File: src/crc_macros.svh
/*
 * Global constants for the CRC24 burst checker.
 * CRC_W and WORD_W are fixed by the packed types and must not be changed alone.
 * MAX_BURST_WORDS also sizes the burst word counter.
 */
`ifndef CRC_MACROS_SVH
`define CRC_MACROS_SVH

// generator polynomial, MSB first, x^24 term implied
`define CRC_POLY 24'h328B63

// residue width
`define CRC_W 24

// stream word width
`define WORD_W 64

// bursts longer than this are flagged as too long
`define MAX_BURST_WORDS 256

`endif

File: src/crc_pkg.sv
/*
 * CRC side types shared by the checker blocks.
 * cover_t only takes the values 0, 1 and 2.
 */
`include "crc_macros.svh"

package crc_pkg;

	// residue or per-word contribution
	typedef logic [`CRC_W-1:0] crc24_t;

	// previous words folded into the rolling CRC
	typedef logic [3:0] cover_t;

	// per-burst report
	typedef struct packed {
		// computed over data words and closing control word
		crc24_t crc;
		// field taken from the closing control word
		crc24_t rx_crc;
		logic crc_err;
		logic too_long;
		// one enabled cycle wide
		logic valid;
	} burst_result_t;

endpackage

File: src/crc24_zero_adv.sv
/*
 * Advances a CRC24 residue through N_WORDS all-zero stream words.
 * N_WORDS from 1 to 3. Pure combinational, one XOR matrix.
 */
`timescale 1ns/1ps
`include "crc_macros.svh"

module crc24_zero_adv #(
	parameter int N_WORDS = 1
) (
	input  crc_pkg::crc24_t c,
	output crc_pkg::crc24_t crc_out
);

	import crc_pkg::*;

	localparam int N_BITS = N_WORDS * `WORD_W;

	// row j is the image of residue bit j after N_BITS zero shifts
	function automatic logic [`CRC_W-1:0][`CRC_W-1:0] build_matrix();
		logic [`CRC_W-1:0][`CRC_W-1:0] m;
		crc24_t col;
		for (int j = 0; j < `CRC_W; j++) begin
			col = crc24_t'(1) << j;
			for (int b = 0; b < N_BITS; b++) begin
				col = {col[`CRC_W-2:0], 1'b0} ^ ({`CRC_W{col[`CRC_W-1]}} & `CRC_POLY);
			end
			m[j] = col;
		end
		return m;
	endfunction

	localparam logic [`CRC_W-1:0][`CRC_W-1:0] ADV_M = build_matrix();

	// linear map, so the result is the XOR of the rows picked by c
	always_comb begin
		crc_out = '0;
		for (int j = 0; j < `CRC_W; j++) begin
			crc_out ^= ADV_M[j] & {`CRC_W{c[j]}};
		end
	end

endmodule

File: src/crc24_combine.sv
/*
 * Folds the current contribution with up to two earlier ones into the rolling CRC.
 * Latency is 2 enabled cycles from evo_dat_0 to crc_out.
 * evo_dat_n2 must be crc_out itself, evo_dat_n1 the contribution of the previous word.
 * covered of 0 restarts the CRC from the all-ones seed.
 */
`timescale 1ns/1ps

module crc24_combine (
	input  logic            clk,
	input  logic            arst,
	input  logic            ena,
	input  logic            valid,
	input  crc_pkg::cover_t covered,
	input  crc_pkg::crc24_t evo_dat_0,
	input  crc_pkg::crc24_t evo_dat_n1,
	input  crc_pkg::crc24_t evo_dat_n2,
	output crc_pkg::crc24_t crc_out
);

	import crc_pkg::*;

	localparam crc24_t CRC_INIT = '1;

	crc24_t adv1_init;
	crc24_t adv2_init;
	crc24_t adv3_init;
	crc24_t adv_n1;
	crc24_t adv2_n2;
	cover_t last_covered;
	logic last_valid;
	crc24_t evo_dat_0_r;
	crc24_t n1_term;
	crc24_t roll_term;
	crc24_t seed_term;

	//////////////////////////////
	// seed advanced by 1, 2 and 3 words, constant after elaboration
	crc24_zero_adv #(.N_WORDS(1)) u_init_x1 (.c(CRC_INIT), .crc_out(adv1_init));
	crc24_zero_adv #(.N_WORDS(2)) u_init_x2 (.c(CRC_INIT), .crc_out(adv2_init));
	crc24_zero_adv #(.N_WORDS(3)) u_init_x3 (.c(CRC_INIT), .crc_out(adv3_init));

	// previous word moved one word on
	crc24_zero_adv #(.N_WORDS(1)) u_n1_x1 (.c(evo_dat_n1), .crc_out(adv_n1));
	// rolling CRC two words back, moved two words on
	crc24_zero_adv #(.N_WORDS(2)) u_n2_x2 (.c(evo_dat_n2), .crc_out(adv2_n2));

	//////////////////////////////
	// control stage
	always_ff @(posedge clk or posedge arst) begin
		if (arst) begin
			last_covered <= '0;
			last_valid <= 1'b0;
		end else if (ena) begin
			last_covered <= covered;
			last_valid <= valid;
		end
	end

	// first stage of the data paths
	always_ff @(posedge clk) begin
		if (ena) begin
			evo_dat_0_r <= evo_dat_0;
			// n1 only counts once the burst has a previous word
			if (covered == cover_t'(1) || covered == cover_t'(2)) begin
				n1_term <= adv_n1;
			end else begin
				n1_term <= '0;
			end
		end
		// sampled as a word commits, crc_out still holds the one before it
		if (ena && last_valid) begin
			roll_term <= adv2_n2;
		end
	end

	// seed or rolling history by registered covered
	always_comb begin
		case (last_covered)
			cover_t'(0): seed_term = adv1_init;
			cover_t'(1): seed_term = adv2_init;
			cover_t'(2): seed_term = roll_term;
			// out-of-range counts see three words of pure seed
			default: seed_term = adv3_init;
		endcase
	end

	//////////////////////////////
	// commit stage
	always_ff @(posedge clk or posedge arst) begin
		if (arst) begin
			crc_out <= CRC_INIT;
		end else if (ena && last_valid) begin
			crc_out <= evo_dat_0_r ^ seed_term ^ n1_term;
		end
	end

endmodule

File: config.mk
export PLATFORM = sky130hd
export DESIGN_NAME = crc24_combine
export DESIGN_NICKNAME = d
export VERILOG_FILES = /design/src/crc_pkg.sv /design/src/crc24_zero_adv.sv /design/src/crc24_combine.sv
export VERILOG_INCLUDE_DIRS = /design/src
export SDC_FILE = /design/constraint.sdc
export NUM_CORES = 1
export LEC_CHECK = 0
export BUFFER_PORTS_ARGS = -buffer_cell sky130_fd_sc_hd__clkbuf_2
export CAP_MARGIN = 15
export CORE_ASPECT_RATIO = 1.75
export CORE_MARGIN = 2
export CORE_UTILIZATION = 40
export CTS_CLUSTER_DIAMETER = 40
export DETAILED_ROUTE_END_ITERATION = 6
export PLACE_DENSITY_LB_ADDON = 0.1
export SLEW_MARGIN = 0
export SYNTH_ARGS = -nofsm -noshare
export SYNTH_HDL_FRONTEND = slang
export SYNTH_HIERARCHICAL = 1
export SYNTH_SLANG_ARGS = --single-unit
File: constraint.sdc
create_clock -name clk -period 2.02 [get_ports clk]
set_clock_uncertainty 0.05 [all_clocks]
set_input_delay 0.404 -clock clk [delete_from_list [all_inputs] [get_ports clk]]
set_output_delay 0.404 -clock clk [all_outputs]
set_load 0.03 [all_outputs]
* After elaboration in Yosys (flattened, before gate mapping)
Index checks and enable logic that the tools add are counted.
** Cells by class
- Eq/ne operators :: 4
- Mux-type cells :: 1
- Reduce and logical (&&, ||, !) cells :: 3
- Bitwise gates (word level) :: 48
** Operators by type and width (count)
- 24-bit XOR :: 22
- 24-bit by 23-bit XOR with 24-bit output :: 10
- 24-bit by 22-bit XOR with 24-bit output :: 6
- 24-bit by 21-bit XOR with 24-bit output :: 5
- 24-bit case mux with 3 select lines :: 1
- 24-bit by 20-bit XOR with 24-bit output :: 3
- 24-bit by 19-bit XOR with 24-bit output :: 1
- 22-bit by 23-bit XOR with 23-bit output :: 1
- 4-bit by 1-bit == test with 1-bit output, second input constant :: 2
- 4-bit by 2-bit == test with 1-bit output, second input constant :: 2
- 4-bit zero test :: 1
- 1-bit logical AND :: 1
- 1-bit logical OR :: 1
** Word-level totals
- Register bits after elaboration :: 101
- Word-level logic and storage cells :: 62

* Longest topological paths before layout
- Word-level depth :: 23
- Mapped depth :: 9
- Depth with buffers taken out :: 8

* Hierarchy
Netlist, hierarchy kept.
** Modules (own cells, without submodules)
- crc24_combine :: area an instance 5089.9 µm², cells an instance 408, times used 1, seq. area each 2917.8 µm²
- crc24_zero_adv at u_init_x2 ... :: area an instance 1594.0 µm², cells an instance 116, times used 2, seq. area each 0.0 µm²
- crc24_zero_adv at u_init_x1 ... :: area an instance 1579.0 µm², cells an instance 120, times used 2, seq. area each 0.0 µm²
- crc24_zero_adv at u_init_x3 :: area an instance 1267.5 µm², cells an instance 135, times used 1, seq. area each 0.0 µm²

* Worst setup path before layout
Ideal clock, no wire load.
- Path kind :: input to register
- From :: input port ena
- To :: register roll_term[0], enable pin
- Cell stages on the path :: 4
- Arrival time :: 1.735 ns
- Path slack :: -0.162 ns
- Cell sequence :: clkbuf_1 nand2_1 inv_2 clkbuf_1
** On the way
- Word-level cells in the longest chain between the ends :: 1
** RTL lines
- start, declared :: line crc24_combine.sv:12 : input logic ena,
- 1-bit logical AND :: line crc24_combine.sv:72 : if (ena && last_valid) begin
- end signal, assigned :: line crc24_combine.sv:73 : roll_term <= adv2_n2;
- end, declared :: line crc24_combine.sv:34 : crc24_t roll_term;
No other way between the ends.
A chain may end at the register's enable or synchronous reset.

* Worst setup path after layout
- From :: register last_covered[2]
- To :: register crc_out[4]
** On the way
- Word-level cells in the longest chain between the ends :: 4
** RTL lines
- start, declared :: line crc24_combine.sv:30 : cover_t last_covered;
- start signal, assigned :: line crc24_combine.sv:55 : last_covered <= covered;
- 4-bit by 2-bit == test with 1-bit output (tied with other cells) :: line crc24_combine.sv:79 : case (last_covered)
- 24-bit case mux with 3 select lines * :: line crc24_combine.sv:79
- 24-bit XOR * (2 in a row) :: line crc24_combine.sv:94 : crc_out <= evo_dat_0_r ^ seed_term ^ n1_term;
- end signal, assigned :: line crc24_combine.sv:94
- end, declared :: line crc24_combine.sv:18 : output crc_pkg::crc24_t crc_out
Mark *: on every way between the ends. The rest lies on a longest branch, timed or not.

==> impl_metrics.csv <==
group,metric,value,unit
logic_synthesis,yosysSeqAreaShare,23.0,%
routing,drt_iter0_markers,297,
logic_synthesis,synth-adder-area-share,0,%
floorplan,dieArea,33300,um^2
clocking,cts.sinks,101,
worst_setup_path,startpoint,"last_covered[2]",
logic_synthesis,avgSynthCellArea,12.5,um^2
floorplan,coreArea,31400,um^2
logic_synthesis,ys_seq_elements,101,
clocking,clock_latency,0.36,ns
timing,rsz0062_at_grt,"true",
routing,top_layer,"met4",
global_route,grt_use_total,20.9,%
worst_setup_path,critPathSlowestCell,"or4_1",
routing,dr_wl_met2,20.0,mm
routing,drtPass1Iterations,4,
cells_and_area,drive_gt1_share,23.8,%
floorplan,rows,86,
worst_setup_path,reg2reg_depth,5,
logic_synthesis,synth_largest_area_cell,"xnor3_1",
worst_setup_path,max_stage_delay,0.53,ns
worst_setup_path,r2r-start,"last_covered[2]",
timing,hold_viol,0,
routing,ant_nets,0,
cells_and_area,final_net_count,1430,
worst_setup_path,critPathKind,"register to register",
logic_synthesis,synth_top_family_by_area,"XOR/XNOR gates",
worst_setup_path,worst_r2r_endpoint,"crc_out[4]",
placed_design,routabilityCongestion,0.864,
worst_setup_path,ff2ff_setup_slack,0.07,ns
job,drv_cap,0,
floorplan,die_h,240,um
timing,period_share,96.6,%
cells_and_area,area_delta_synth_final,21.2,%
timing,tns,0,ns
routing,wl_per_cell,19.5,um
floorplan,die_w,139,um
cells_and_area,antenna_cells,0,
placed_design,place_hpwl,29.0,mm
clocking,root_buffer,"clkbuf_16",
worst_setup_path,crit_chain,"or2_1 -> buf_12 -> o2bb2ai_1 -> or4_1 -> nand3_1",
logic_synthesis,synthXorXnorAreaFrac,59.5,%
logic_synthesis,ys_types,36,
cells_and_area,layout_commonest_cell,"xnor2_1",
placed_design,dpl_cell_area,15000,um^2
cells_and_area,fill_cells,2921,
pwr,pwr_density_cell,872,nW/um^2
worst_setup_path,worstPathMaxFanout,24,
pwr,p_leak,7.54,nW
logic_synthesis,synthTopCellsByArea,"xnor3_1 24%, xnor2_1 21%, edfxtp_1 17%",
pwr,p_total,0.0134,W
logic_synthesis,synth_simple_gate_area_share,7.02,%
worst_setup_path,arrival,2.20,ns
logic_synthesis,synthMuxAreaShare,2.33,%
timing,layout_min_cycle_time,1.95,ns
logic_synthesis,yosysWarnings,6,
routing,routed_via_density,4.54,
run_status,status,"completed",
routing,met3_length,629,um
global_route,grt_antenna_before_repair,0,
worst_setup_path,end_kind,"register",
routing,wl,34.1,mm
routing,drc,0,
global_route,grt_pass1_vias,8442,
floorplan,ios,104,
floorplan,start_util,40.4,%
worst_setup_path,cp.required,2.27,ns
logic_synthesis,synth_top_area_share,23.8,%
pwr,irDropWorstVdd,0.678,mV
timing,fmax,0.513,GHz
clocking,cts_tree,"built",
clocking,clock_path_buffers,2,
cells_and_area,utilization,49.0,%
worst_setup_path,crit_end,"crc_out[4]",
logic_synthesis,synth_area,12700,um^2
global_route,overflow,0,
clocking,numCtsBuffers,9,
worst_setup_path,cp-start-kind,"register",
timing,drv_slew,0,
global_route,grt_max_degree,54,
placed_design,io_buffer_count,103,
cells_and_area,layout_common_cells,"302 x xnor2_1, 182 x conb_1, 133 x xnor3_1",
timing,finalSetupViolations,0,
routing,vias,7942,
logic_synthesis,synthCells,1015,
logic_synthesis,synth_compound_area_share,4.49,%
clocking,cts_max_level,3,
routing,route.layer.met1.wl,12.8,mm
clocking,clkTransAtPathRegs,0.08,ns
cells_and_area,design_area,15400,um^2
min_path,hp-class,"input pin to register",
global_route,grt_first_pass_wirelength,50.7,mm
-- final cells by class --
class	count	area, um^2	share of cell area [%]
sequential	101	2920	19.0
inverter	2	7.51	0.0488
clock inverter	6	56.3	0.366
timing repair buffer	229	1590	10.3
tap	396	495	3.22
clock buffer	10	239	1.55
multi-input combinational	1007	10100	65.5
-- registers in the layout, summed over array words and instances, names as in the netlist --
signal / cells
n1_term: 24
roll_term: 24
evo_dat_0_r: 24
crc_out: 24
last_covered: 4
last_valid: 1
-- worst max-delay path: cells and delay by family (launching register included) --
family	cells	cell delay, ns
AND/OR/NAND/NOR	3	0.93
AO/OA/AOI/OAI	1	0.22
flip-flops	1	0.51
buffers and inverters	1	0.17
-- stage by stage --
step / instances / hold slack [ns] / worst slack (ns)
after detailed placement: 1733 / 0.373 / -0.201
after floorplan: 1196 / 0.414 / -0.0413
after CTS: 1750 / 0.154 / 0.00273
after global placement: 1733 / 0.365 / -0.173
after global routing: 1751 / 0.153 / -0.0157
final: 1751 / 0.167 / 0.0695
-- how the worst min path moves through the flow --
stage / startpoint / to / slack (ns) / cells after the start
2_1_floorplan: arst / last_covered[0] / 0.41 / 1
3_3_place_gp: arst / last_valid / 0.37 / 2
3_5_place_dp: arst / last_valid / 0.37 / 2
4_1_cts: evo_dat_0[18] / evo_dat_0_r[18] / 0.15 / 1
5_1_grt: evo_dat_0[18] / evo_dat_0_r[18] / 0.15 / 1
6_report: evo_dat_0[18] / evo_dat_0_r[18] / 0.17 / 1
-- layer usage --
| layer | track usage, % | up-vias |
|---|---|---|
| met3 | 1.68 | 31 |
| met2 | 43.0 | 127 |
| met5 | 0 | - |
| met4 | 5.45 | 0 |
| met1 | 22.5 | 3786 |
| li1 | - | 3998 |
-- Yosys cell counts --
cell type  instances
a21boi_0          16
a21boi_1           8
and2_1            24
buf_2             24
buf_4              5
buf_6              9
clkbuf_1          38
clkbuf_2          10
conb_1             1
dfrtp_1            5
dfstp_2           24
edfxtp_1          72
inv_1              1
inv_2              1
mux2_2             5
mux2i_1           24
nand2_1           49
nand3_1           24
nor3_1             1
o211ai_1          24
o2bb2ai_1         24
or2_1              1
or3_1              1
or4_1             24
or4b_1            16
or4b_2             8
xnor2_1          305
xnor2_2            7
xnor3_1          134
xnor3_2            3
xnor3_4            7
xor2_1            89
xor2_2             3
xor3_1            23
xor3_2             3
xor3_4             2
-- where the power goes --
part | leakage, nW | total (W) | internal [W] | switching, W
combinational | 6.40 | 0.00836 | 0.00453 | 0.00383
clock | 0.140 | 0.00175 | 0.000893 | 0.000854
sequential | 0.996 | 0.00332 | 0.00296 | 0.000356
total | 7.54 | 0.0134 | 0.00838 | 0.00504
-- timing repair --
action | in CTS | in global routing
hold buffers | 1 | 0
endpoints found under the setup margin | 1 | 13
hold endpoints to repair | 1 | 0
setup buffers | 0 | 1
resized for setup | 1 | 12
-- cells by family after synthesis --
kind of cell / after synthesis
xor gates and xnor gates: 576
and+or+nand+nor: 148
DFF: 101
buffers and inverters: 88
AOI/OAI and AO/OA: 72
muxes: 29
other: 1
Note: power is estimated with default switching activity, not from simulation.
